`config.mk`:
```
export PLATFORM = sky130hd
export DESIGN_NAME = vrf_lane
export DESIGN_NICKNAME = d
export VERILOG_FILES = /design/src/vslide_cfg_pkg.sv /design/src/vrf_lane.sv
export SDC_FILE = /design/constraint.sdc
export NUM_CORES = 1
export LEC_CHECK = 0
export ABC_AREA = 1
export BUFFER_PORTS_ARGS = -buffer_cell sky130_fd_sc_hd__buf_2
export CAP_MARGIN = 25
export CELL_PAD_IN_SITES_DETAIL_PLACEMENT = 0
export CELL_PAD_IN_SITES_GLOBAL_PLACEMENT = 1
export CORE_UTILIZATION = 41
export CTS_CLUSTER_SIZE = 24
export DETAILED_ROUTE_END_ITERATION = 7
export GPL_ROUTABILITY_DRIVEN = 0
export HOLD_SLACK_MARGIN = 0.1
export PLACE_DENSITY_LB_ADDON = 0.3
export SYNTH_ARGS = -nofsm -noshare
export SYNTH_HDL_FRONTEND = slang
export SYNTH_SLANG_ARGS = --single-unit
```
`constraint.sdc`:
```
create_clock -name clk_i -period 1 [get_ports clk_i]
set_clock_uncertainty 0.05 [all_clocks]
set_input_delay 0.1 -clock clk_i [delete_from_list [all_inputs] [get_ports clk_i]]
set_output_delay 0.1 -clock clk_i [all_outputs]
set_load 0.005 [all_outputs]
```
`src/vslide_cfg_pkg.sv`:
```
// ~~~~~~~~~~~~~~~~~~~~~~~~~~~~~~~~~~~~~~~~~~~~~~~~~~~~~~~~~~~~~~~~~~~~
// Vector slide engine data layout types
// ~~~~~~~~~~~~~~~~~~~~~~~~~~~~~~~~~~~~~~~~~~~~~~~~~~~~~~~~~~~~~~~~~~~~

package vslide_cfg_pkg;

  // One vector element, always 32 bits wide
  typedef logic [31:0] elem_t;

  // Row index inside one lane, up to 256 rows
  typedef logic [7:0] row_addr_t;

  // Sequencer port into a lane, reads or host writes
  typedef struct packed {
    logic      req;
    logic      we;
    row_addr_t addr;
    elem_t     wdata;
  } lane_req_t;

  // Result write-back from the slide unit
  typedef struct packed {
    logic      we;
    row_addr_t addr;
    elem_t     wdata;
  } lane_wb_t;

  // Read data, valid one cycle after the request
  typedef struct packed {
    logic  valid;
    elem_t rdata;
  } lane_rsp_t;

endpackage
```
`src/vrf_lane.sv`:
```
// ~~~~~~~~~~~~~~~~~~~~~~~~~~~~~~~~~~~~~~~~~~~~~~~~~~~~~~~~~~~~~~~~~~~~
// Vector register file lane
// ~~~~~~~~~~~~~~~~~~~~~~~~~~~~~~~~~~~~~~~~~~~~~~~~~~~~~~~~~~~~~~~~~~~~

`timescale 1ns/1ps

module vrf_lane
  import vslide_cfg_pkg::*;
#(
  parameter int unsigned depth = 16
) (
  input  logic      clk_i,
  input  logic      rst_ni,
  input  lane_req_t req_i,
  input  lane_wb_t  wb_i,
  output lane_rsp_t rsp_o
);

  localparam int unsigned aw = (depth > 1) ? $clog2(depth) : 1;

  elem_t mem_q [depth];
  logic  rsp_valid_q;
  elem_t rsp_data_q;

  // Host writes and write-backs land at the edge
  always_ff @(posedge clk_i or negedge rst_ni) begin
    if (!rst_ni) begin
      for (int i = 0; i < depth; i++) begin
        mem_q[i] <= '0;
      end
      rsp_valid_q <= 1'b0;
    end else begin
      rsp_valid_q <= req_i.req && !req_i.we;
      if (req_i.req && req_i.we) begin
        mem_q[req_i.addr[aw-1:0]] <= req_i.wdata;
      end
      if (wb_i.we) begin
        mem_q[wb_i.addr[aw-1:0]] <= wb_i.wdata;
      end
    end
  end

  always_ff @(posedge clk_i) begin
    if (req_i.req && !req_i.we) begin
      rsp_data_q <= mem_q[req_i.addr[aw-1:0]];
    end
  end

  assign rsp_o = '{valid: rsp_valid_q, rdata: rsp_data_q};

  // Host writes only happen while no operation writes back
  assert property (@(posedge clk_i) disable iff (!rst_ni)
    !(req_i.req && req_i.we && wb_i.we));

endmodule

```
==> results of run 1 <==
[routing by layer]
metal	part of all wire, %	up-vias	wire (um)	track usage (%)
li1	-	16000	-	-
met1	42	15800	57100	45.7
met2	45	1462	60600	53.5
met3	8.4	256	11300	5.74
met4	4.5	2	6140	13.3
met5	0.0089	-	12	0
[metrics by stage]
step,hold WS (ns),std cells,setup TNS [ns],power (uW)
detailed placement,-0.0980,6118,-367.55,49300
finish,-0.134,6360,-15.43,75100
floorplan,-0.246,4942,-75.99,42800
CTS,-0.141,6322,-15.98,74700
global placement,-0.103,6118,-356.50,48900
global route,-0.137,6358,-18.87,79600
[repair_timing]
item,CTS,global route
setup endpoints to repair,540,178
hold endpoints to repair,1058,47
pin swaps,105,97
gates resized for setup,49,76
cloned,2,7
setup buffers,18,32
[flip-flops by register name (all words and copies together), names as in the netlist]
signal,count
mem_q,512
rsp_data_q,32
rsp_valid_q,1
[synth_stat cells (all sizes together)]
library cell,number
nor3,1
clkbuf,225
nand3,516
a31oi,128
nand2,2312
buf,149
inv,526
nor2,156
edfxtp,32
o21ai,384
dfrtp,513
[power by group through the flow]
| stage | sequential [uW] | combinational (uW) | clock (uW) |
|---|---|---|---|
| after floorplan | 30200 | 12500 | 0 |
| after global placement | 30900 | 18000 | 0 |
| after detailed placement | 31000 | 18200 | 0 |
| after CTS | 30600 | 19000 | 25000 |
| after global routing | 31300 | 22400 | 25800 |
| final | 30700 | 19600 | 24800 |
[how the worst max path moves through the flow]
stage	endpoint	slack, ns	depth (start not counted)
after floorplan	mem_q[451]	-0.16	9
after global placement	mem_q[420]	-0.77	9
after detailed placement	mem_q[442]	-0.80	9
after CTS	rsp_o[17]	-0.47	1
after global routing	rsp_o[17]	-0.47	1
final	rsp_o[17]	-0.47	1
[cells by family (layout without fill, tap and decap cells)]
group,count (synthesis),after routing,synth area share (%)
compound gates,512,512,8.50
buf+inv,900,1276,11.2
simple gates,2985,2985,37.3
other cells,0,2,0
flops,545,545,43.1
[area by class of cell]
class                      count  area [um2]  share of cell area, %
clock buffer                 105        1980                   4.74
tap                         1040        1300                   3.12
clock inverter                14         179                  0.428
timing repair buffer         631        7380                   17.7
multi-input combinational   3497       15100                   36.2
inverter                     526        2010                   4.81
sequential                   545       13800                   33.0
antenna                        2        5.00                 0.0120
==> results.toml, run 1 <==
[timing]
setup_slack_ns = -0.472
setup_violations = 67
hold_slack_ns = -0.134
hold_viol_final = 15
max_slew.worst_pin.slew_ns = 0.439
slew_viol_final = 0
final.period_utilization_pct = 147
period_needed_ns = 1.47
max_freq_mhz = 679
relSlewSlack_pct = 70.8
grt_setup_unrepaired = "yes"

[route]
firstDrtPassIters = 6
totalWireLength_mm = 135
routed_via_density = 5.27
avgRoutedWirePerCell_um = 21.2
initialDrtViolationCount = 3314
dr_total_vias = 33500
drc = 0
ant_nets = 0

[critical_path]
cp.required_ns = 0.85
crit_fanout = 1
timing.setup.critical_path_class = "flip-flop to primary output"
crit_buf_inv = 1
critical_path.cell_chain = "buf_2"
reg2reg_slack_ns = -0.22
critPathLaunchType = "flip-flop"
reg2reg_from = "mem_q[29]"
max_stage_delay_ns = 0.52
endpoint_kind = "primary output"
cp_top_family = "flip-flops"
rr_worst_depth = 8
critPathSlowestCell = "edfxtp_1"
cp-startpoint = "rsp_data_q[17]"
critPathArrivalTime_ns = 1.32
r2r_end = "rsp_data_q[29]"

[pwr]
p_seq_share_pct = 40.9
vdd_ir_drop_max_mv = 1.22
powerDensity_nw_per_um2 = 1800
p_clk_share_pct = 33.0
p_int_uw = 51200
p_sw_share_pct = 31.9
p_leak_uw = 0.0226
pwr-share-comb_pct = 26.1
switchingPower_uw = 23900

[synth]
synth_area_leader_cell = "dfrtp_1"
synth_top_area_share_pct = 40.1
synth_nets = 5027
syn-instance-count = 4942
ys_warn_count = 0
synth_cell_types = 19
yosysSeqAreaShare_pct = 43.1
synth_area_leaders = "dfrtp_1 40%, nand2_1 27%, nand3_1 8.0%, inv_1 6.1%, o21ai_0 4.3%"
syn_avg_cell_area_um2 = 6.48
netlist_area_um2 = 32000
ys_seq_elements = 545

[clocking]
cts_tree = "built"
cts_buffer_depth = 3
clk_pin_slew_worst_paths_ns = 0.06
root_buffer = "clkbuf_16"
clkSinkCount = 545
insertion_delay_ns = 0.61
h-tree-depth = 3
cts_buffers = 67
hold_buffers = 65

[placed_design]
place_hpwl_mm = 88.4
io_buffers = 109
placed_area_um2 = 38000
dp_slack_ns = -0.800

[finish]
finalNetCount = 5353
fillCellCount = 7580
drive_above_1_share_pct = 15.4
area_delta_synth_final_pct = 30.4
final_common_cell = "nand2_1"
layout_common_cells = "2208 x nand2_1, 513 x dfrtp_1, 510 x nand3_1, 504 x inv_1, 272 x o21ai_0"
design_area_um2 = 41800
fin_util_pct = 54.0

[status]
violations = "negative hold slack, negative setup slack"
outcome = "complete, but fails checks"

[run]
drv_cap = 0

[die]
initial_utilization_pct = 41.4
dieArea_um2 = 79200
die_w_um = 281
boundaryPins = 118
die_y_um = 281
core_area_um2 = 77300
rows = 102

[global_route]
grt_overflow = 0
grt_pass1_wl_mm = 199
grt_use_total_pct = 33.7
grt_max_degree = 40
antenna_found_initial = 3
grt_pass1_vias = 31700

[min_path]
hp-class = "input port to asynchronous set/reset pin"
(Power assumes the default switching activity.)
==> inputs of run 2 (changes only) <==
Settings changed: MAX_ROUTING_LAYER set to met4.
==> run 2 against run 1 <==
  * The run still ends with negative hold slack, negative setup slack left
  * Cell area barely moved
  * Register-to-register slack barely moved
  * Sequential share of layout area barely moved
  * Sequential power barely moved
  * Worst hold slack got worse by 0.0036 ns
  * Non-clock buffer count rose by 1
  * Count of clock-buffer cells in the layout did not move
  * Die area did not move
  * Maximum frequency rose by 0.97%
  * Largest cell class unchanged
  * Largest power group unchanged
==> results.toml, run 2 (same netlist as run 1, synthesis figures left out) <==
[route]
routed_via_density = 5.28
initialDrtViolationCount = 3185
totalWireLength_mm = 135
drc = 0
avgRoutedWirePerCell_um = 21.3
dr_total_vias = 33600
ant_nets = 0
firstDrtPassIters = 6

[finish]
drive_above_1_share_pct = 15.4
final_common_cell = "nand2_1"
regMostFlops = "mem_q"
area_delta_synth_final_pct = 30.5
layout_common_cells = "2208 x nand2_1, 513 x dfrtp_1, 510 x nand3_1, 504 x inv_1, 272 x o21ai_0"
fin_util_pct = 54.0
finalNetCount = 5354
largest_register_ffs = 512
largestRegisters = "mem_q (512), rsp_data_q (32), rsp_valid_q (1)"

[clocking]
hold_buffers = 65
root_buffer = "clkbuf_16"
clkSinkCount = 545
cts_buffers = 67
cts_buffer_depth = 3
cts_tree = "built"
h-tree-depth = 3
insertion_delay_ns = 0.61
clk_pin_slew_worst_paths_ns = 0.06

[global_route]
antenna_found_initial = 2
grt_max_degree = 40
grt_use_total_pct = 34.7
grt_pass1_vias = 31700
grt_pass1_wl_mm = 199
grt_overflow = 0

[run]
drv_cap = 0

[critical_path]
cp_top_family = "flip-flops"
critPathLaunchType = "flip-flop"
critPathArrivalTime_ns = 1.31
cp.required_ns = 0.85
crit_fanout = 1
reg2reg_slack_ns = -0.22
max_stage_delay_ns = 0.51
critical_path.cell_chain = "buf_2"
critPathSlowestCell = "edfxtp_1"
timing.setup.critical_path_class = "flip-flop to primary output"
endpoint_kind = "primary output"
crit_buf_inv = 1

[timing]
tns_ns = -15.47
grt_setup_unrepaired = "yes"
setup_slack_ns = -0.458
slew_viol_final = 0
max_slew.worst_pin.slew_ns = 0.437
setup_violations = 71
final.period_utilization_pct = 146
relSlewSlack_pct = 70.9
period_needed_ns = 1.46
hold_slack_ns = -0.137
hold_viol_final = 15
max_freq_mhz = 686

[pwr]
p_sw_share_pct = 31.9
vdd_ir_drop_max_mv = 1.21
switchingPower_uw = 23900
pwr-share-comb_pct = 26.1
p_leak_uw = 0.0227
p_int_uw = 51200
powerDensity_nw_per_um2 = 1800
p_seq_share_pct = 40.9
finalPower_uw = 75100
p_clk_share_pct = 33.0

[placed_design]
io_buffers = 109
place_hpwl_mm = 88.4

[die]
dieArea_um2 = 79200
die_w_um = 281
die_y_um = 281
boundaryPins = 118
rows = 102
core_area_um2 = 77300
initial_utilization_pct = 41.4

[status]
violations = "negative hold slack, negative setup slack"
outcome = "complete, but fails checks"

[min_path]
hp-class = "input port to asynchronous set/reset pin"
## run 2: power by group through the flow
stage	clock network [uW]	logic, uW	registers [uW]
4_1_cts	25000	19000	30600
5_1_grt	25800	22400	31300
3_5_place_dp	0	18200	31000
6_report	24800	19600	30700
2_1_floorplan	0	12500	30200
3_3_place_gp	0	18000	30900
## run 2: final timing paths
path                       cells after the start             end      startpoint
hold / removal                                 2      mem_q[293]          rst_ni
min in group clk_i                             4     rsp_valid_q       req_i[41]
setup reg to reg                               8  rsp_data_q[23]       mem_q[87]
max in group asynchronous                      4      mem_q[353]          rst_ni
hold reg to reg                                2      mem_q[154]      mem_q[154]
setup / recovery                               1       rsp_o[17]  rsp_data_q[17]
## run 2: repair_timing
action                                  CTS  global route
setup endpoints to repair               540           178
setup buffers                            18            32
gates cloned                              2             7
pin swaps                               105            98
gates resized for setup                  49            74
endpoints found under the hold margin  1058            47
## run 2: area by class of cell
class	instances	area, um2
fillers	7582	35600
multi-input cells	3497	15100
flip-flops and latches	545	13800
repair buffers	632	7410
inverters	526	2010
clock buffers	105	1980
well taps	1040	1300
clock inverters	14	179
diodes	3	7.51
## run 2: metrics by stage
stage	instances	cell area (um2)	worst slack (ns)
5_1_grt	6361	41800	-0.465
2_1_floorplan	4942	32800	-0.163
3_3_place_gp	6118	38000	-0.769
3_5_place_dp	6118	38000	-0.800
6_report	6362	41800	-0.458
4_1_cts	6322	41100	-0.474
## run 2: layer usage
layer | up-vias | GRT usage (%) | wire length (um)
met1 | 15900 | 45.7 | 56900
met4 | 0 | 13.6 | 6260
li1 | 16000 | - | -
met5 | - | - | 0
met2 | 1501 | 53.3 | 60500
met3 | 261 | 5.73 | 11600
