`src/vslide_cfg_pkg.sv`:
```
// ~~~~~~~~~~~~~~~~~~~~~~~~~~~~~~~~~~~~~~~~~~~~~~~~~~~~~~~~~~~~~~~~~~~~
// Vector slide engine data layout types
// ~~~~~~~~~~~~~~~~~~~~~~~~~~~~~~~~~~~~~~~~~~~~~~~~~~~~~~~~~~~~~~~~~~~~

package vslide_cfg_pkg;

  // One vector element, always 32 bits wide
  typedef logic [31:0] elem_t;

  // Row index inside one lane, up to 256 rows
  typedef logic [7:0] row_addr_t;

  // Sequencer port into a lane, reads or host writes
  typedef struct packed {
    logic      req;
    logic      we;
    row_addr_t addr;
    elem_t     wdata;
  } lane_req_t;

  // Result write-back from the slide unit
  typedef struct packed {
    logic      we;
    row_addr_t addr;
    elem_t     wdata;
  } lane_wb_t;

  // Read data, valid one cycle after the request
  typedef struct packed {
    logic  valid;
    elem_t rdata;
  } lane_rsp_t;

endpackage
```
`src/vslide_op_pkg.sv`:
```
// ~~~~~~~~~~~~~~~~~~~~~~~~~~~~~~~~~~~~~~~~~~~~~~~~~~~~~~~~~~~~~~~~~~~~
// Slide operations and APB register map
// ~~~~~~~~~~~~~~~~~~~~~~~~~~~~~~~~~~~~~~~~~~~~~~~~~~~~~~~~~~~~~~~~~~~~

package vslide_op_pkg;

  import vslide_cfg_pkg::*;

  typedef enum logic [1:0] {
    OP_INSERT    = 2'd0,
    OP_EXTRACT   = 2'd1,
    OP_SLIDEDOWN = 2'd2
  } sld_opcode_e;

  // Operation as handed to the slide unit
  typedef struct packed {
    sld_opcode_e opcode;
    logic [3:0]  vs;
    logic [3:0]  vd;
    logic [7:0]  offset;
    elem_t       scalar;
  } sld_op_t;

  typedef logic [11:0] apb_addr_t;
  typedef logic [31:0] apb_data_t;

  // Register offsets
  localparam apb_addr_t REG_CTRL   = 12'h000;
  localparam apb_addr_t REG_OFFSET = 12'h004;
  localparam apb_addr_t REG_SCALAR = 12'h008;
  localparam apb_addr_t REG_STATUS = 12'h00C;

  // Element window, register r element e at ELEM_BASE + 4*(r*vlen + e)
  localparam apb_addr_t ELEM_BASE = 12'h400;

  // Write-only start strobe in CTRL
  localparam int unsigned CTRL_START_BIT = 31;

endpackage

```
`src/slide_unit.sv`:
```
// ~~~~~~~~~~~~~~~~~~~~~~~~~~~~~~~~~~~~~~~~~~~~~~~~~~~~~~~~~~~~~~~~~~~~
// Insert, extract and slide-down datapath
// ~~~~~~~~~~~~~~~~~~~~~~~~~~~~~~~~~~~~~~~~~~~~~~~~~~~~~~~~~~~~~~~~~~~~

`timescale 1ns/1ps

module slide_unit
  import vslide_cfg_pkg::*;
  import vslide_op_pkg::*;
#(
  parameter int unsigned nr_lanes = 4,
  parameter int unsigned vlen     = 16
) (
  input  logic                     clk_i,
  input  logic                     rst_ni,
  input  sld_op_t                  op_i,
  input  logic                     op_valid_i,
  input  logic                     last_row_i,
  input  lane_rsp_t [nr_lanes-1:0] lane_rsp_i,
  output lane_wb_t  [nr_lanes-1:0] wb_o,
  output logic                     done_o,
  output elem_t                    scalar_res_o
);

  localparam int unsigned rows = vlen / nr_lanes;

  // FIRST waits for the first operand row, WRITE streams, FLUSH drains
  typedef enum logic [1:0] {IDLE, FIRST, WRITE, FLUSH} state_e;

  state_e    state_q, state_d;
  sld_op_t   op_q;
  row_addr_t wr_row_q, wr_row_d;
  logic      last_q;
  logic      done_q, done_d;
  elem_t     scalar_q, scalar_d;

  elem_t [nr_lanes-1:0]   cur_row, upper, prev_q, prev_d;
  elem_t [nr_lanes-1:0]   shift_row, ins_row, res_row;
  elem_t [2*nr_lanes-1:0] window;
  logic  [nr_lanes-1:0]   rsp_valid;
  logic                   row_valid;
  logic                   res_we;
  logic                   ins_hit;
  int unsigned            sub;

  // Gather one row from all lanes
  always_comb begin
    for (int l = 0; l < nr_lanes; l++) begin
      cur_row[l]   = lane_rsp_i[l].rdata;
      rsp_valid[l] = lane_rsp_i[l].valid;
    end
  end

  assign row_valid = &rsp_valid;
  assign sub       = int'(op_q.offset) % nr_lanes;
  assign ins_hit   = (int'(op_q.offset) < vlen) &&
                     (int'(wr_row_q) == int'(op_q.offset) / nr_lanes);

  // Output row k comes from source rows k+s and k+s+1
  always_comb begin
    upper  = (state_q == FLUSH) ? '0 : cur_row;
    window = {upper, prev_q};
    for (int j = 0; j < nr_lanes; j++) begin
      shift_row[j] = window[j + sub];
    end
    ins_row = cur_row;
    if (ins_hit) begin
      ins_row[sub] = op_q.scalar;
    end
  end

  always_comb begin
    state_d  = state_q;
    wr_row_d = wr_row_q;
    prev_d   = prev_q;
    scalar_d = scalar_q;
    done_d   = 1'b0;
    res_we   = 1'b0;
    res_row  = shift_row;
    unique case (state_q)
      IDLE: begin
        if (op_valid_i) begin
          wr_row_d = '0;
          prev_d   = '0;
          if (op_i.opcode == OP_INSERT) begin
            state_d = WRITE;
          end else if (int'(op_i.offset) < vlen) begin
            state_d = FIRST;
          end else if (op_i.opcode == OP_SLIDEDOWN) begin
            // Nothing to read, every row is zero
            state_d = FLUSH;
          end else begin
            scalar_d = '0;
            done_d   = 1'b1;
          end
        end
      end
      FIRST: begin
        if (row_valid) begin
          if (op_q.opcode == OP_EXTRACT) begin
            scalar_d = cur_row[sub];
            done_d   = 1'b1;
            state_d  = IDLE;
          end else begin
            prev_d  = cur_row;
            state_d = last_q ? FLUSH : WRITE;
          end
        end
      end
      WRITE: begin
        if (row_valid) begin
          res_we   = 1'b1;
          res_row  = (op_q.opcode == OP_INSERT) ? ins_row : shift_row;
          prev_d   = cur_row;
          wr_row_d = wr_row_q + 1'b1;
          if (last_q) begin
            if (op_q.opcode == OP_INSERT) begin
              done_d  = 1'b1;
              state_d = IDLE;
            end else begin
              state_d = FLUSH;
            end
          end
        end
      end
      FLUSH: begin
        res_we   = 1'b1;
        prev_d   = '0;
        wr_row_d = wr_row_q + 1'b1;
        if (wr_row_q == row_addr_t'(rows - 1)) begin
          done_d  = 1'b1;
          state_d = IDLE;
        end
      end
      default: state_d = IDLE;
    endcase
  end

  always_comb begin
    for (int l = 0; l < nr_lanes; l++) begin
      wb_o[l].we    = res_we;
      wb_o[l].addr  = row_addr_t'(int'(op_q.vd) * rows + int'(wr_row_q));
      wb_o[l].wdata = res_row[l];
    end
  end

  assign done_o       = done_q;
  assign scalar_res_o = scalar_q;

  always_ff @(posedge clk_i or negedge rst_ni) begin
    if (!rst_ni) begin
      state_q  <= IDLE;
      wr_row_q <= '0;
      last_q   <= 1'b0;
      done_q   <= 1'b0;
    end else begin
      state_q  <= state_d;
      wr_row_q <= wr_row_d;
      // Lines up with the response of the final read
      last_q   <= last_row_i;
      done_q   <= done_d;
    end
  end

  always_ff @(posedge clk_i) begin
    if (op_valid_i && state_q == IDLE) begin
      op_q <= op_i;
    end
    prev_q   <= prev_d;
    scalar_q <= scalar_d;
  end

  // No source row arrives once the flush has begun
  assert property (@(posedge clk_i) disable iff (!rst_ni)
    (state_q == FLUSH) |-> !(|rsp_valid));

endmodule

```
`config.mk`:
```
export PLATFORM = sky130hd
export DESIGN_NAME = slide_unit
export DESIGN_NICKNAME = d
export VERILOG_FILES = /design/src/vslide_cfg_pkg.sv /design/src/vslide_op_pkg.sv /design/src/slide_unit.sv
export SDC_FILE = /design/constraint.sdc
export NUM_CORES = 1
export LEC_CHECK = 0
export ABC_AREA = 1
export BUFFER_PORTS_ARGS = -buffer_cell sky130_fd_sc_hd__clkbuf_2
export CORE_ASPECT_RATIO = 0.6
export CORE_MARGIN = 2
export CORE_UTILIZATION = 30
export CTS_CLUSTER_SIZE = 8
export DETAILED_ROUTE_END_ITERATION = 8
export PLACE_DENSITY = 0.52
export SYNTH_ARGS = -nofsm -noshare
export SYNTH_HDL_FRONTEND = slang
export SYNTH_SLANG_ARGS = --single-unit
```
`constraint.sdc`:
```
create_clock -name clk_i -period 5.1 [get_ports clk_i]
set_input_delay 0.255 -clock clk_i [delete_from_list [all_inputs] [get_ports clk_i]]
set_output_delay 0.255 -clock clk_i [all_outputs]
set_load 0.05 [all_outputs]
```
==> flow_summary_export.csv, run 1 <==
group,metric,value,unit
status,status,"finished, final reports clean",
floorplanning,dieArea,65600,um^2
timing,worst_slew_pin_slew,1.12,ns
route,routed_via_density,5.12,
min_path,holdCritPathClass,"input port to flip-flop",
power,p_switching,8210,uW
floorplanning,start_util,0.304,
floorplanning,die_w,329,um
logic_synthesis,synthArstFlopShare,0.0550,
timing,fin_crit_sh,0.849,
timing,fmax,231,MHz
global_routing,grt_antenna_before_repair,2,
cells_and_area,fillers,6775,
route,drt_first_iter_violations,2192,
route,wl_met3,7120,um
clock_network,cts_setup_buffers,0,
logic_synthesis,netlist_top_cells_count,"nand2_1 (934), nor2_1 (430), nand3_1 (412)",
logic_synthesis,yosysTopAreaCell,"edfxtp_1",
logic_synthesis,synth_cell_types,36,
power,p_leak,0.0114,uW
power,power.density,620,nW/um^2
critical_path,cp_cell_sequence,"inv_6, ha_4, inv_4, buf_4, nand3_1, nand3_1, nand2_1, nor2_1, a21oi_1, clkbuf_2",
timing,skew,0.0195,ns
route,routed_wl,81500,um
clock_network,cts-htree-levels,1,
route,met2_length,34800,um
clock_network,clk_pin_slew,0.05,ns
critical_path,cp.arrival,4.07,ns
cells_and_area,utilization,0.376,
logic_synthesis,ys_ff_latch,218,
power,intPower,6410,uW
critical_path,worstPathRequired,4.85,ns
power,pwr-share-seq,0.238,
route,antenna_left,0,
logic_synthesis,synth_top_area_share,0.325,
logic_synthesis,synth_edf_count,206,
cells_and_area,fin_cells,4150,
route,wl_per_cell,19.6,um
floorplanning,rows,71,
route,wl_met1,37500,um
critical_path,start_kind,"flip-flop",
place,dp_slack,1.39,ns
power,switching_share,0.562,
cells_and_area,drive_above_1_share,0.191,
logic_synthesis,syn_inst,2937,
global_routing,grt_max_degree,153,
global_routing,grt_util_all_layers,0.240,
route,dr_total_vias,21232,
global_routing,overflow,0,
floorplanning,core_area,62700,um^2
logic_synthesis,synthTopCellsByArea,"edfxtp_1 (32%), nand2_1 (18%), nand3_1 (11%)",
route,drc,0,
critical_path,critical_path.slowest_cell,"edfxtp_1",
logic_synthesis,syn_nets,3139,
timing,setup_violations,0,
clock_network,cts_buffers,31,
place,gp_congestion,0.850,
timing,rsz0062_at_grt,"false",
logic_synthesis,netlist_area,19000,um^2
cells_and_area,areaGrowthSynthToFinish,23.8,%
critical_path,crit_top_cell,"nand3_1",
place,numPortBuffers,378,
logic_synthesis,syn_avg_cell_area,6.48,um^2
critical_path,crit_type,"flip-flop to output port",
place,placed_area,21200,um^2
job,drv_cap,0,
clock_network,clkLatencyLatePin,0.59,ns
logic_synthesis,yosys_warnings,0,
timing,finalHoldViolations,0,
critical_path,endpoint_kind,"output port",
critical_path,crit_fanout,70,
timing,slew_headroom,0.252,
route,top_layer_used,"met4",
global_routing,grt_pass1_wl,121000,um
clock_network,clk_path_buf_depth,3,
timing,min_period,4.33,ns
global_routing,grt_pass1_vias,19255,
floorplanning,pin_count,383,
power,combPwrFrac,0.625,
power,vdd_drop_max,0.575,mV
logic_synthesis,synth.most_common_cell,"nand2_1",
power,clockPowerShare,0.138,
place,place_inst,3941,
cells_and_area,final_area,23600,um^2
logic_synthesis,ys.flop_type,"edfxtp_1",
cells_and_area,finalNetCount,3488,
timing,setup_slack,0.771,ns
clock_network,cts-root-buf,"clkbuf_16",
critical_path,max_stage_delay,0.71,ns
place,dpl.hpwl,51600,um
clock_network,clock_sinks,218,
timing,fin_setup_tns,0,ns
route,drt-pass1-iter-count,9,
clock_network,cts_tree,"yes",
timing,slew_violations,0,
logic_synthesis,yosysSeqAreaShare,0.341,
floorplanning,die_y,199,um
## cell usage in the layout (no fill, tap or decap), drive strengths merged
cell type and n:
a21oi 198, and2 2, buf 40, clkbuf 435
dfrtp 12, diode 1, dlygate4sd3 151, edfxtp 206
fa 1, ha 15, inv 196, nand2 935
nand3 413, nand4 9, nor2 504, o2111a 1
o211ai 63, o21a 1, o21ai 98, o22ai 1
o31ai 20, or2 1, xnor2 1, xor2 7
## layer usage
metal  global-route usage  vias to the layer above
met5                    0                        -
met4               0.0571                        0
met3               0.0350                      113
met2                0.365                      949
met1                0.356                     9920
li1                     -                    10250
## sequential cells by signal, indices dropped and copies added, names as in the netlist
name and count:
state_q 2, op_q 46, last_q 1, scalar_res_o 32, done_o 1, wr_row_q 8, prev_q 128
## power by group through the flow
stage                     clock network, uW  logic [uW]  registers [uW]
final                                  2010        9140            3480
after global routing                   2130        9910            3560
after CTS                              2070        9130            3470
after detailed placement                  0        9010            3490
after global placement                    0        9000            3490
after floorplan                           0        6350            3780
## what timing repair did
action                                 in CTS  in global routing
setup endpoints to repair                   0                  0
endpoints found under the hold margin     162                  0
resized for setup                           0                  0
hold buffers                              151                  0
## worst paths after layout
kind	from	end	slack, ns	cells after the start
max in group asynchronous	rst_ni	wr_row_q[7]$_DFFE_PN0P_	4.69	2
min	lane_rsp_i[100]	prev_q[97]$_SDFFCE_PN0P_	0.04	3
min reg2reg	state_q[1]$_DFFE_PN0P_	state_q[1]$_DFFE_PN0P_	0.56	2
max reg2reg	state_q[1]$_DFFE_PN0P_	prev_q[125]$_SDFFCE_PN0P_	2.19	6
min in group asynchronous	rst_ni	last_q$_DFF_PN0_	0.13	2
max	op_q[32]$_DFFE_PP_	wb_o[130]	0.77	10
## final cells by class
class	instances	area [um^2]	area share
Sequential cell	218	6490	0.275
Antenna cell	1	2.50	0.000106
Inverter	196	748	0.0317
Timing Repair Buffer	569	3830	0.162
Clock buffer	57	883	0.0375
Multi-Input combinational cell	2270	10600	0.449
Tap cell	839	1050	0.0445
## stage by stage
| step | hold WS [ns] | total power [uW] |
|---|---|---|
| finish | 0.0366 | 14600 |
| global route | 0.0231 | 15600 |
| CTS | 0.000683 | 14700 |
| detailed placement | 0.180 | 12500 |
| global placement | 0.185 | 12500 |
| floorplan | -0.0406 | 10100 |
## critical path, delay by kind of cell, from the launching register on
family | cells | cell delay [ns]
buffers and inverters | 4 | 1.33
DFF | 1 | 0.71
adders and majority gates | 1 | 0.66
and+or+nand+nor | 4 | 0.37
AOI/OAI and AO/OA | 1 | 0.35
## cells by family (layout without fill, tap and decap cells)
family,after synthesis,count (layout),synth area share
AO/OA/AOI/OAI,382,382,0.129
XOR/XNOR,8,8,0.00368
adder cells (fa/ha/maj),16,16,0.0109
buffers and inverters,449,822,0.108
flip-flops,218,218,0.341
other,0,1,0
AND/OR/NAND/NOR,1864,1864,0.408
No activity file was read; power rests on OpenSTA's default activity.
==> run 2: changes to the inputs <==
==> constraint.sdc (replaced) <==
create_clock -name clk_i -period 4.5 [get_ports clk_i]
set_input_delay 0.225 -clock clk_i [delete_from_list [all_inputs] [get_ports clk_i]]
set_output_delay 0.225 -clock clk_i [all_outputs]
set_load 0.05 [all_outputs]
==> run 2 against run 1 <==
Critical path depth fell by 1. Die area did not move. Combinational power grew 20%. Setup slack worse by 0.26 ns. Largest cell class unchanged. Core utilization increased by 1.0 points.
==> flow_summary_export.csv, run 2 (same netlist as run 1, synthesis figures left out) <==
group,metric,value,unit
clock_network,postCtsHoldBufs,171,
floorplanning,dieArea,65600,um^2
route,dr_total_vias,21354,
clock_network,clock_sinks,218,
clock_network,cts_buffers,31,
timing,fin_crit_sh,0.887,
route,wl_met3,6480,um
critical_path,cp_cell_sequence,"inv_6, buf_4, nand3_1, nand3_1, nand3_1, nand2_1, nor2_1, a21oi_1, buf_12",
timing,setup_violations,0,
cells_and_area,largest_register_ffs,128,
timing,worst_slew_pin_slew,1.14,ns
place,place_inst,3945,
clock_network,cts_setup_buffers,0,
cells_and_area,areaGrowthSynthToFinish,27.2,%
route,antenna_left,0,
cells_and_area,utilization,0.386,
critical_path,max_stage_delay,0.88,ns
clock_network,cts-root-buf,"clkbuf_16",
critical_path,start_kind,"flip-flop",
critical_path,worstPathRequired,4.28,ns
critical_path,cp.arrival,3.77,ns
timing,skew,0.0133,ns
clock_network,cts_resized,0,
power,power.density,711,nW/um^2
floorplanning,core_area,62700,um^2
power,p_leak,0.0117,uW
critical_path,crit_fanout,96,
clock_network,cts-htree-levels,1,
route,met2_length,35900,um
route,top_layer_used,"met4",
power,switching_share,0.550,
timing,slew_headroom,0.237,
timing,finalHoldViolations,0,
critical_path,critical_path.slowest_cell,"buf_4",
floorplanning,pin_count,383,
place,dpl.hpwl,51800,um
critical_path,critPathLaunch,"op_q[32]$_DFFE_PP_",
timing,setup_slack,0.509,ns
power,vdd_drop_max,0.527,mV
min_path,holdCritPathClass,"input port to flip-flop",
cells_and_area,regMostFlops,"prev_q",
cells_and_area,fin_cells,4176,
power,intPower,7750,uW
timing,rsz0062_at_grt,"false",
global_routing,overflow,0,
clock_network,clk_path_buf_depth,3,
floorplanning,die_y,199,um
floorplanning,rows,71,
power,combPwrFrac,0.638,
timing,min_period,3.99,ns
cells_and_area,final_cell_mix,"nand2_1 (934), nor2_1 (429), nand3_1 (411)",
global_routing,grt_pass1_wl,122000,um
route,wl_per_cell,19.6,um
cells_and_area,drive_above_1_share,0.191,
clock_network,cts_tree,"yes",
global_routing,grt_antenna_before_repair,1,
cells_and_area,fillers,6739,
status,status,"finished, final reports clean",
cells_and_area,final_area,24200,um^2
min_path,hp-start,"lane_rsp_i[76]",
cells_and_area,layout_commonest_cell,"nand2_1",
global_routing,grt_max_degree,182,
critical_path,path_delay_family,"buffers and inverters",
floorplanning,start_util,0.304,
timing,fin_setup_tns,0,ns
critical_path,crit_type,"flip-flop to output port",
global_routing,grt_util_all_layers,0.242,
power,pwr-share-seq,0.228,
power,clockPowerShare,0.134,
critical_path,crit_top_cell,"nand3_1",
clock_network,clkLatencyLatePin,0.59,ns
place,dp_slack,1.16,ns
floorplanning,die_w,329,um
route,drc,0,
route,wl_met1,37600,um
critical_path,endpoint_kind,"output port",
place,numPortBuffers,378,
timing,fmax,251,MHz
route,routed_via_density,5.11,
cells_and_area,finalNetCount,3512,
place,placed_area,21600,um^2
timing,slew_violations,0,
global_routing,grt_pass1_vias,19568,
clock_network,clk_pin_slew,0.05,ns
place,gp_congestion,0.849,
route,drt-pass1-iter-count,6,
job,drv_cap,0,
power,p_switching,9470,uW
route,routed_wl,81900,um
critical_path,rr_startpoint,"state_q[1]$_DFFE_PN0P_",
route,drt_first_iter_violations,2331,
critical_path,path_buf_inv,3,
-- run 2: changes by cell type in the layout (fill, tap and decap cells not counted), sizes merged --
cell         delta
clkbuf         -29
buf            +32
clkinv          +2
inv             -1
dlygate4sd3    +20
diode           +2
-- run 2: routing by layer --
layer / GRT usage / up-vias
met4: 0.0599 / 0
met1: 0.354 / 10047
met2: 0.375 / 924
met5: 0 / -
met3: 0.0316 / 94
li1: - / 10289
-- run 2: through the flow --
step | power (uW) | hold WS [ns]
6_report | 17200 | 0.0428
4_1_cts | 17300 | 0.00485
3_3_place_gp | 14800 | 0.153
3_5_place_dp | 14800 | 0.153
5_1_grt | 18300 | 0.0137
2_1_floorplan | 11400 | -0.0706
-- run 2: power by group through the flow --
| stage | combinational [uW] | clock (uW) | sequential [uW] |
|---|---|---|---|
| floorplan | 7200 | 0 | 4230 |
| global placement | 10800 | 0 | 3950 |
| detailed placement | 10800 | 0 | 3950 |
| CTS | 11000 | 2360 | 3930 |
| global route | 11900 | 2430 | 4020 |
| finish | 11000 | 2300 | 3930 |
-- run 2: area by class of cell --
type / count / area (um^2) / share of cell area
repair buffers: 593 / 4480 / 0.185
clock inverters: 1 / 5.00 / 0.000207
diodes: 3 / 7.51 / 0.000310
inverters: 196 / 749 / 0.0309
multi-input cells: 2270 / 10600 / 0.437
flip-flops and latches: 218 / 6490 / 0.268
well taps: 839 / 1050 / 0.0433
clock buffers: 56 / 870 / 0.0359
-- run 2: worst min-delay path: stages --
cell	delay (ns)
clkbuf_2	0.17
nand2_1	0.07
inv_1	0.05
-- run 2: worst paths after layout --
kind                            slack [ns]                       end  cells past startpoint
worst min register to register        0.56    state_q[1]$_DFFE_PN0P_                      2
worst max register to register        1.49  prev_q[29]$_SDFFCE_PN0P_                      7
worst max-delay path                  0.51                 wb_o[147]                      9
min in group asynchronous             0.10    state_q[0]$_DFFE_PN0P_                      2
worst min-delay path                  0.04  prev_q[74]$_SDFFCE_PN0P_                      3
max in group asynchronous             4.12   wr_row_q[4]$_DFFE_PN0P_                      2
