<file path="src/vslide_cfg_pkg.sv">
// ~~~~~~~~~~~~~~~~~~~~~~~~~~~~~~~~~~~~~~~~~~~~~~~~~~~~~~~~~~~~~~~~~~~~
// Vector slide engine data layout types
// ~~~~~~~~~~~~~~~~~~~~~~~~~~~~~~~~~~~~~~~~~~~~~~~~~~~~~~~~~~~~~~~~~~~~

package vslide_cfg_pkg;

  // One vector element, always 32 bits wide
  typedef logic [31:0] elem_t;

  // Row index inside one lane, up to 256 rows
  typedef logic [7:0] row_addr_t;

  // Sequencer port into a lane, reads or host writes
  typedef struct packed {
    logic      req;
    logic      we;
    row_addr_t addr;
    elem_t     wdata;
  } lane_req_t;

  // Result write-back from the slide unit
  typedef struct packed {
    logic      we;
    row_addr_t addr;
    elem_t     wdata;
  } lane_wb_t;

  // Read data, valid one cycle after the request
  typedef struct packed {
    logic  valid;
    elem_t rdata;
  } lane_rsp_t;

endpackage
</file>
<file path="src/vslide_op_pkg.sv">
// ~~~~~~~~~~~~~~~~~~~~~~~~~~~~~~~~~~~~~~~~~~~~~~~~~~~~~~~~~~~~~~~~~~~~
// Slide operations and APB register map
// ~~~~~~~~~~~~~~~~~~~~~~~~~~~~~~~~~~~~~~~~~~~~~~~~~~~~~~~~~~~~~~~~~~~~

package vslide_op_pkg;

  import vslide_cfg_pkg::*;

  typedef enum logic [1:0] {
    OP_INSERT    = 2'd0,
    OP_EXTRACT   = 2'd1,
    OP_SLIDEDOWN = 2'd2
  } sld_opcode_e;

  // Operation as handed to the slide unit
  typedef struct packed {
    sld_opcode_e opcode;
    logic [3:0]  vs;
    logic [3:0]  vd;
    logic [7:0]  offset;
    elem_t       scalar;
  } sld_op_t;

  typedef logic [11:0] apb_addr_t;
  typedef logic [31:0] apb_data_t;

  // Register offsets
  localparam apb_addr_t REG_CTRL   = 12'h000;
  localparam apb_addr_t REG_OFFSET = 12'h004;
  localparam apb_addr_t REG_SCALAR = 12'h008;
  localparam apb_addr_t REG_STATUS = 12'h00C;

  // Element window, register r element e at ELEM_BASE + 4*(r*vlen + e)
  localparam apb_addr_t ELEM_BASE = 12'h400;

  // Write-only start strobe in CTRL
  localparam int unsigned CTRL_START_BIT = 31;

endpackage

</file>
<file path="src/vslide_sequencer.sv">
// ~~~~~~~~~~~~~~~~~~~~~~~~~~~~~~~~~~~~~~~~~~~~~~~~~~~~~~~~~~~~~~~~~~~~
// APB slave, control registers and lane row feeder
// ~~~~~~~~~~~~~~~~~~~~~~~~~~~~~~~~~~~~~~~~~~~~~~~~~~~~~~~~~~~~~~~~~~~~

`timescale 1ns/1ps

module vslide_sequencer
  import vslide_cfg_pkg::*;
  import vslide_op_pkg::*;
#(
  parameter int unsigned nr_lanes = 4,
  parameter int unsigned nr_vregs = 4,
  parameter int unsigned vlen     = 16
) (
  input  logic                     clk_i,
  input  logic                     rst_ni,
  // APB slave
  input  logic                     psel_i,
  input  logic                     penable_i,
  input  logic                     pwrite_i,
  input  apb_addr_t                paddr_i,
  input  apb_data_t                pwdata_i,
  output apb_data_t                prdata_o,
  output logic                     pready_o,
  output logic                     pslverr_o,
  // Lanes
  output lane_req_t [nr_lanes-1:0] lane_req_o,
  input  lane_rsp_t [nr_lanes-1:0] lane_rsp_i,
  // Slide unit
  output sld_op_t                  op_o,
  output logic                     op_valid_o,
  output logic                     last_row_o,
  input  logic                     done_i,
  input  elem_t                    scalar_res_i
);

  localparam int unsigned rows     = vlen / nr_lanes;
  localparam int unsigned nr_elems = nr_vregs * vlen;
  localparam int unsigned lane_w   = (nr_lanes > 1) ? $clog2(nr_lanes) : 1;

  typedef enum logic [1:0] {IDLE, ISSUE, WAIT_DONE} state_e;

  state_e      state_q;
  sld_opcode_e opcode_q;
  logic [3:0]  vs_q, vd_q;
  logic [7:0]  offset_q;
  elem_t       scalar_q;
  sld_op_t     op_q;
  logic        op_valid_q;
  row_addr_t   rd_row_q, rd_last_q;
  logic        rd_pend_q;

  logic              access, busy, is_reg, is_elem;
  logic [9:0]        elem_idx;
  logic [lane_w-1:0] el_lane;
  row_addr_t         el_row;
  logic              elem_rd, elem_wr, start_req, start_ok, reject;
  sld_op_t           start_op;
  row_addr_t         start_first, start_last;
  logic              start_skip;

  assign access = psel_i && penable_i;
  assign busy   = (state_q != IDLE);

  // Element address to lane and row
  always_comb begin
    elem_idx = 10'((paddr_i - ELEM_BASE) >> 2);
    is_elem  = (paddr_i >= ELEM_BASE) && (int'(elem_idx) < nr_elems);
    is_reg   = paddr_i inside {REG_CTRL, REG_OFFSET, REG_SCALAR, REG_STATUS};
    el_lane  = lane_w'((int'(elem_idx) % vlen) % nr_lanes);
    el_row   = row_addr_t'((int'(elem_idx) / vlen) * rows + (int'(elem_idx) % vlen) / nr_lanes);
  end

  assign start_req = access && pwrite_i && (paddr_i == REG_CTRL) && pwdata_i[CTRL_START_BIT];
  assign reject    = access && busy && (is_elem || start_req);
  assign elem_rd   = access && is_elem && !pwrite_i && !busy && !rd_pend_q;
  assign elem_wr   = access && is_elem && pwrite_i && !busy;
  // Unknown opcodes never start
  assign start_ok  = start_req && !busy &&
                     (pwdata_i[1:0] inside {OP_INSERT, OP_EXTRACT, OP_SLIDEDOWN});

  // Row range that the feeder walks through
  always_comb begin
    start_op = '{opcode: sld_opcode_e'(pwdata_i[1:0]), vs: pwdata_i[7:4],
                 vd: pwdata_i[11:8], offset: offset_q, scalar: scalar_q};
    start_first = row_addr_t'(int'(offset_q) / nr_lanes);
    start_last  = row_addr_t'(rows - 1);
    start_skip  = 1'b0;
    if (start_op.opcode == OP_INSERT) begin
      start_first = '0;
    end else begin
      start_skip = (int'(offset_q) >= vlen);
    end
    if (start_op.opcode == OP_EXTRACT) begin
      start_last = start_first;
    end
  end

  // APB response, element reads stall one cycle
  always_comb begin
    pready_o  = access && !elem_rd;
    pslverr_o = access && (reject || !(is_elem || is_reg));
    prdata_o  = '0;
    if (access && !pwrite_i && !reject) begin
      if (rd_pend_q) begin
        prdata_o = lane_rsp_i[el_lane].rdata;
      end else begin
        case (paddr_i)
          REG_CTRL:   prdata_o = {20'b0, vd_q, vs_q, 2'b00, opcode_q};
          REG_OFFSET: prdata_o = {24'b0, offset_q};
          REG_SCALAR: prdata_o = scalar_q;
          REG_STATUS: prdata_o = {31'b0, busy};
          default:    prdata_o = '0;
        endcase
      end
    end
  end

  // Feeder reads win, host accesses are rejected while busy anyway
  always_comb begin
    lane_req_o = '0;
    if (state_q == ISSUE) begin
      for (int l = 0; l < nr_lanes; l++) begin
        lane_req_o[l].req  = 1'b1;
        lane_req_o[l].addr = row_addr_t'(int'(op_q.vs) * rows + int'(rd_row_q));
      end
    end else if (elem_rd || elem_wr) begin
      lane_req_o[el_lane].req   = 1'b1;
      lane_req_o[el_lane].we    = elem_wr;
      lane_req_o[el_lane].addr  = el_row;
      lane_req_o[el_lane].wdata = pwdata_i;
    end
  end

  assign last_row_o = (state_q == ISSUE) && (rd_row_q == rd_last_q);
  assign op_o       = op_q;
  assign op_valid_o = op_valid_q;

  always_ff @(posedge clk_i or negedge rst_ni) begin
    if (!rst_ni) begin
      state_q    <= IDLE;
      opcode_q   <= OP_INSERT;
      vs_q       <= '0;
      vd_q       <= '0;
      offset_q   <= '0;
      scalar_q   <= '0;
      op_valid_q <= 1'b0;
      rd_pend_q  <= 1'b0;
      rd_row_q   <= '0;
      rd_last_q  <= '0;
    end else begin
      op_valid_q <= 1'b0;
      rd_pend_q  <= elem_rd;
      if (access && pwrite_i && !reject) begin
        case (paddr_i)
          REG_CTRL: begin
            opcode_q <= sld_opcode_e'(pwdata_i[1:0]);
            vs_q     <= pwdata_i[7:4];
            vd_q     <= pwdata_i[11:8];
          end
          REG_OFFSET: offset_q <= pwdata_i[7:0];
          REG_SCALAR: scalar_q <= pwdata_i;
          default: ;
        endcase
      end
      unique case (state_q)
        IDLE: begin
          if (start_ok) begin
            op_valid_q <= 1'b1;
            rd_row_q   <= start_first;
            rd_last_q  <= start_last;
            state_q    <= start_skip ? WAIT_DONE : ISSUE;
          end
        end
        ISSUE: begin
          rd_row_q <= rd_row_q + 1'b1;
          if (last_row_o) begin
            state_q <= WAIT_DONE;
          end
        end
        WAIT_DONE: begin
          if (done_i) begin
            state_q <= IDLE;
            if (op_q.opcode == OP_EXTRACT) begin
              scalar_q <= scalar_res_i;
            end
          end
        end
        default: state_q <= IDLE;
      endcase
    end
  end

  // Operation snapshot, offset and scalar as they stood at start
  always_ff @(posedge clk_i) begin
    if (start_ok) begin
      op_q <= start_op;
    end
  end

  // Operations are launched from an idle feeder only
  assert property (@(posedge clk_i) disable iff (!rst_ni)
    $rose(op_valid_o) |-> $past(state_q) == IDLE);

  // Idle accesses to mapped addresses never fail
  assert property (@(posedge clk_i) disable iff (!rst_ni)
    access && !busy && (is_reg || is_elem) |-> !pslverr_o);

endmodule

</file>
<file path="config.mk">
export PLATFORM = sky130hd
export DESIGN_NAME = vslide_sequencer
export DESIGN_NICKNAME = d
export VERILOG_FILES = /design/src/vslide_cfg_pkg.sv /design/src/vslide_op_pkg.sv /design/src/vslide_sequencer.sv
export SDC_FILE = /design/constraint.sdc
export NUM_CORES = 1
export LEC_CHECK = 0
export BUFFER_PORTS_ARGS = -buffer_cell sky130_fd_sc_hd__buf_4
export CAP_MARGIN = 5
export CORE_AREA = 2 2 181 183
export CTS_BUF_LIST = sky130_fd_sc_hd__clkbuf_4
export DETAILED_ROUTE_END_ITERATION = 7
export DIE_AREA = 0 0 183 185
export SYNTH_ARGS = -nofsm -noshare
export SYNTH_HDL_FRONTEND = slang
export SYNTH_SLANG_ARGS = --single-unit
</file>
<file path="constraint.sdc">
create_clock -name clk_i -period 4 [get_ports clk_i]
set_input_delay 0.2 -clock clk_i [delete_from_list [all_inputs] [get_ports clk_i]]
set_output_delay 0.2 -clock clk_i [all_outputs]
set_load 0.05 [all_outputs]
</file>
==> summary.md, run 1 <==
| Metric | Value |
|---|---|
| Status | `completed` |
| Crit. End Element | `output port` |
| YS warnings | `0` |
| Post-DRT Antenna Nets | `0` |
| Sw frac | `29.35%` |
| CP required | `3.80 ns` |
| PortBufs | `463` |
| Power per cell area | `215.0 nW/µm²` |
| Core area | `32040 µm²` |
| Ports | `468` |
| Layout Nets | `1510` |
| H-tree depth | `4` |
| TritonCTS buffer count | `17` |
| Final setup violation count | `0` |
| R2r endpoint | `scalar_q[26]` |
| Area of the multi-input gates | `3961 µm²` |
| CTS Sinks | `118` |
| Internal | `1.865 mW` |
| Clock Skews | `0.02878 ns` |
| Final Instance Count excl. Fillers | `1709` |
| Slew @ Worst Pin | `1.045 ns` |
| Share of layout cells above drive strength 1 | `44.19%` |
| Clock slew seen by the registers of the worst setup and hold paths | `0.11 ns` |
| Power Total | `2.640 mW` |
| Die area | `33860 µm²` |
| GRT Residual Overflow | `0` |
| DP Cell Count | `1606` |
| DRC errors left | `0` |
| Critical path peak fanout | `19` |
| Max Slew Vio Count | `0` |
| Finished Core Util | `38.32%` |
| CTS max path bufs | `2` |
| Hold Path Depth | `4` |
| Primary FF master, synth | `dfrtp_1` |
| Final Hold Violating Endpoints | `0` |
| Vert. Die Dim | `185 µm` |
| Fillcell total | `3262` |
| Post-CTS Setup Bufs | `0` |
| Leak | `6.136 nW` |
| Vias in the first global route | `8261` |
| Vias/cell | `4.817` |
| Max_cap viols | `0` |
| DR vias | `8232` |
| Worst r2r src | `state_q[0]` |
| Worst endpoint data arrival time | `3.20 ns` |
| Max rail drop VDD | `168.9 µV` |
| Drt first pass iters | `5` |
| CTS Root Cell | `clkbuf_4` |
| Overall Global Routing Usage | `20.12%` |
| RePlAce Congestion | `0.8234` |
| Number of synthesized flops with an enable pin | `50` |
| CTS tree | `done` |
| Worst Hold Class | `input pin to register` |
| Worst setup SP type | `register` |
| Synthesized area | `7437 µm²` |
| Post-DP HPWL | `27030 µm` |
| Seq/Total Area, Yosys | `43.07%` |
| Pin count of the biggest net entering global routing | `69` |
| Switch Pwr | `0.7748 mW` |
| WL final | `35940 µm` |
| First-pass GRT wire length | `50830 µm` |
| Netlist cell types | `50` |
| Syn nets | `1005` |
| Reg2Reg Setup Slack | `1.14 ns` |
| Min-Delay Endpoint | `state_q[1]` |
| Clock power share | `32.1%` |
| Skew-Pair Late Insertion Delay | `0.52 ns` |
| Setup TNS | `0 ns` |
| CP Class | `register to output port` |
| R2R cell count | `7` |
| Hold Startpoint | `done_i` |
| Mapped Cells | `781` |
| P&R area growth vs syn | `65.11%` |
| Core Rows | `66` |
| Initial antenna violation count | `3` |
| Starting Density | `23.21%` |
| Syn avg cell area | `9.523 µm²` |
| Die W | `183 µm` |
| Tmin final | `3.404 ns` |
| Logic pwr share | `18.9%` |
| Worst slew margin | `30.09%` |
| Initial DRC Count | `397` |
| Storage cell area | `3204 µm²` |
| Sequential power share | `49.0%` |
| Max Clk Rate | `0.2938 GHz` |
| RSZ-0062 raised after global routing | `no` |
| Wire length per cell | `21.03 µm` |
| Fraction of registers with async set/reset | `57.63%` |
| #FFs+latches synth | `118` |
| Period utilization | `85.10%` |
-- state kept, by name, indices dropped and copies added (netlist names), 2 cells and up --
register / count
offset_q: 8
op_o: 50
opcode_q: 2
rd_last_q: 6
rd_row_q: 8
scalar_q: 32
state_q: 2
vd_q: 4
vs_q: 4
-- kinds of logic after synthesis --
group                      count (synthesis)  share of synthesized area [%]
adders and majority gates                 10                          1.783
and+or+nand+nor                          345                          20.09
buffers and inverters                     70                          4.054
DFF                                      118                          43.07
xor gates and xnor gates                   9                          1.060
muxes                                     90                          17.93
AOI/OAI and AO/OA                        139                          12.01
-- layout make-up --
cell class              count  share of cell area (%)
multi-input cells         593                   32.26
flip-flops and latches    118                   26.10
diodes                      2                 0.04076
clock inverters            14                   1.050
inverters                  10                  0.3057
repair buffers            546                   34.99
well taps                 408                   4.157
clock buffers              18                   1.100
-- placed cells by master, fill, tap and decap left out, types with 19 or more instances in the layout --
cell	n
o21ai_0	19
a21oi_1	51
a22oi_1	26
mux4_2	33
nor2_1	216
nand2_1	58
edfxtp_1	50
buf_4	475
dfrtp_1	67
dlygate4sd3_1	69
mux2i_1	41
-- what timing repair did --
| action | 4_1_cts | 5_1_grt |
|---|---|---|
| hold buffers | 69 | 0 |
| resized for setup | 0 | 0 |
| endpoints found under the hold margin | 129 | 0 |
-- critical path, stage by stage, from the launching register on --
cell,delay [ns]
dfrtp_1,0.46
or2_2,0.37
nor2_1,0.22
and3_1,0.33
nand3_2,0.49
buf_4,0.45
nor2_1,0.16
buf_4,0.22
-- how the worst max path moves through the flow --
stage	cells past startpoint	start	slack, ns	to
global route	7	state_q[1]	0.34	lane_req_o[138]
detailed placement	10	paddr_i[11]	0.90	rd_row_q[5]
global placement	10	paddr_i[11]	0.94	rd_row_q[5]
floorplan	6	state_q[1]	1.29	lane_req_o[163]
CTS	7	state_q[1]	0.53	lane_req_o[139]
finish	7	state_q[1]	0.60	lane_req_o[139]
-- cells in the mapped netlist (all sizes together), types with 2 or more instances --
cell    count  area share [%]
nor2      216              11
dfrtp      68              23
nand2      62             3.1
a21oi      51             3.4
edfxtp     50              20
clkbuf     41             2.1
mux2i      41             5.5
mux4       33              10
a22oi      26             2.6
o21ai      20             1.3
buf        19             1.5
a22o       16             1.9
mux2       16             2.4
nor3       13            0.87
nand3      12            0.94
a21o       10             1.0
inv        10            0.50
ha          9             1.5
and3        8            0.67
nor2b       6            0.50
or3         6            0.50
a31oi       5            0.42
nand2b      5            0.42
xnor2       5            0.59
nor4        4            0.34
xor2        4            0.47
a211oi      3            0.30
nand4       3            0.34
and2        2            0.17
nor4b       2            0.64
or2         2            0.17
-- power groups by stage --
stage                     Sequential, mW  Clock (mW)  Combinational (mW)
final                               1.29       0.848               0.499
after global routing                1.30       0.940               0.531
after CTS                           1.29       0.897               0.498
after detailed placement            1.32           0               0.445
after global placement              1.32           0               0.440
after floorplan                     1.31           0               0.183
-- layer usage --
layer	wire length (µm)	global-route usage, %
met5	9	0
met4	718	5.696
met3	2387	4.738
met2	18160	35.33
met1	14660	24.60
-- through the flow --
stage	hold slack (ns)	worst slack, ns	instance area, µm²
finish	0.07217	0.5959	12280
global placement	0.4091	0.9389	11320
detailed placement	0.4115	0.8969	11320
CTS	0.0004927	0.5264	12270
global route	0.04007	0.3370	12280
floorplan	-0.09559	1.288	7437
Power figures use the tool's default switching activity.
==> run 2: changes to the inputs <==
- RECOVER_POWER: unset -> 50
- clock period: 4 -> 3.1 ns (I/O delays scaled with it)
==> run 2 against run 1 <==
Against the previous run:
- the flow now finishes with violations (capacitance limit, slew limit)
- critical path type unchanged
- flip-flop and latch count did not move
- largest power group unchanged
- via count rose by 1.3%
- global-route usage fell by 0.16 points
==> summary.md, run 2 (synthesized netlist as in run 1, its figures left out) <==
| Metric | Value |
|---|---|
| Setup TNS | `0 ns` |
| Tmin final | `2.858 ns` |
| Core area | `32040 µm²` |
| Clock Skews | `0.01985 ns` |
| Pin count of the biggest net entering global routing | `69` |
| Global routing usage on met1 | `24.54%` |
| Final setup violation count | `0` |
| Skew-Pair Late Insertion Delay | `0.52 ns` |
| CP Class | `register to output port` |
| DR vias | `8338` |
| H-tree depth | `4` |
| Met2 usage | `35.00%` |
| Hold WS | `0.1148 ns` |
| CTS Root Cell | `clkbuf_4` |
| Worst Hold Class | `input pin to register` |
| Max Clk Rate | `0.3498 GHz` |
| Power Total | `3.504 mW` |
| Commonest cells after routing, fill and taps aside | `424 x buf_4, 215 x nor2_1, 69 x dlygate4sd3_1, 66 x dfrtp_1, 62 x clkbuf_1` |
| TritonCTS buffer count | `17` |
| Status | `complete, but fails checks` |
| Power per cell area | `287.9 nW/µm²` |
| Crit. End Element | `output port` |
| Worst slew margin | `-23.17%` |
| Die W | `183 µm` |
| Worst path cell trace | `or2_2 -> nor2_2 -> nand3_1 -> nor3_1 -> a22o_1 -> buf_4` |
| Worst setup SP type | `register` |
| P&R area growth vs syn | `63.63%` |
| Worst endpoint data arrival time | `2.70 ns` |
| First-pass GRT wire length | `50290 µm` |
| CP required | `2.94 ns` |
| CTS max path bufs | `2` |
| Wire length per cell | `20.69 µm` |
| Most common cell after layout, fill and taps aside | `buf_4` |
| PortBufs | `463` |
| Max rail drop VDD | `191.7 µV` |
| DRC errors left | `0` |
| Period utilization | `92.21%` |
| Max Slew Vio Count | `69` |
| WL final | `35640 µm` |
| CTS tree | `done` |
| Overall Global Routing Usage | `19.96%` |
| Core Rows | `66` |
| Layout Nets | `1523` |
| Finished Core Util | `37.98%` |
| Vias in the first global route | `8235` |
| Share of layout cells above drive strength 1 | `40.09%` |
| Slew @ Worst Pin | `1.848 ns` |
| Die area | `33860 µm²` |
| Ports | `468` |
| Initial DRC Count | `460` |
| Clock slew seen by the registers of the worst setup and hold paths | `0.12 ns` |
| RSZ-0062 raised after global routing | `no` |
| Max reg flops | `50` |
| GRT Residual Overflow | `0` |
| Initial antenna violation count | `3` |
| RePlAce Congestion | `0.8448` |
| Drt first pass iters | `5` |
| Vias/cell | `4.842` |
| Post-DRT Antenna Nets | `0` |
| CTS Sinks | `118` |
| CP max-delay cell | `nor3_1` |
| Max_cap viols | `1` |
| Design Area, Final | `12170 µm²` |
| Leak | `5.985 nW` |
| GR Util met3 | `4.129%` |
| Vert. Die Dim | `185 µm` |
| Starting Density | `23.21%` |
| Failing checks | `capacitance limit, slew limit` |
| Critical path peak fanout | `7` |
| Placed cell area | `11420 µm²` |
| Grt peak-use layer | `met2` |
| Largest stage delay, worst path | `0.55 ns` |
| Final Hold Violating Endpoints | `0` |
| Post-DP HPWL | `27140 µm` |
==> run 2: cell types whose count changed in the layout (fill, tap and decap cells not counted), moves of 3 or more <==
cell / before / now
inv_6: 3 / 7
clkinv_4: 4 / 0
clkbuf_1: 0 / 62
buf_4: 475 / 424
clkinv_2: 3 / 0
==> run 2: path summary, 6_finish.rpt <==
| check | from | end | slack [ns] | cells past startpoint |
|---|---|---|---|---|
| min | penable_i | rd_pend_q | 0.11 | 5 |
| max in group asynchronous | rst_ni | rd_pend_q | 1.21 | 2 |
| max reg2reg | state_q[0] | scalar_q[29] | 0.36 | 6 |
| min reg2reg | scalar_q[22] | op_o[22] | 0.48 | 0 |
| max | state_q[1] | lane_req_o[34] | 0.24 | 6 |
| min in group asynchronous | rst_ni | scalar_q[8] | 0.66 | 2 |
==> run 2: critical path: cells and delay by family (launching register included) <==
family,cells,cell delay (ns)
and+or+nand+nor,4,1.28
buffers and inverters,1,0.20
AOI/OAI and AO/OA,1,0.24
DFF,1,0.47
==> run 2: cell type report <==
class	count	area, µm²
Timing Repair Buffer	559	4150
Sequential cell	118	3206
Inverter	10	37.54
Clock inverter	15	166.4
Clock buffer	17	127.6
Multi-Input combinational cell	593	3966
Antenna cell	2	5.005
Fill cell	3277	19870
Tap cell	408	510.5
==> run 2: power breakdown <==
| part | switching (mW) | internal, mW | total [mW] | leakage (nW) |
|---|---|---|---|---|
| registers | 0.0210 | 1.65 | 1.67 | 1.35 |
| clock network | 0.696 | 0.498 | 1.19 | 0.146 |
| logic | 0.298 | 0.344 | 0.642 | 4.49 |
| total | 1.01 | 2.49 | 3.50 | 5.99 |
==> run 2: through the flow <==
| step | std cells | worst slack, ns |
|---|---|---|
| after floorplan | 781 | 0.4333 |
| after global placement | 1619 | 0.5158 |
| after detailed placement | 1619 | 0.4531 |
| after CTS | 1720 | 0.007684 |
| after global routing | 1722 | 0.03105 |
| final | 1722 | 0.2416 |
==> run 2: routing by layer <==
metal  part of all wire [%]  up-vias
li1                       -     3832
met4                    2.2        2
met3                    6.3       41
met5                  0.036        -
met2                     51      407
met1                     41     4056
==> run 2: timing repair <==
action | in CTS | in global routing
setup buffers | 0 | 0
endpoints found under the setup margin | 55 | 51
resized for setup | 4 | 5
hold buffers | 69 | 0
hold endpoints to repair | 130 | 0
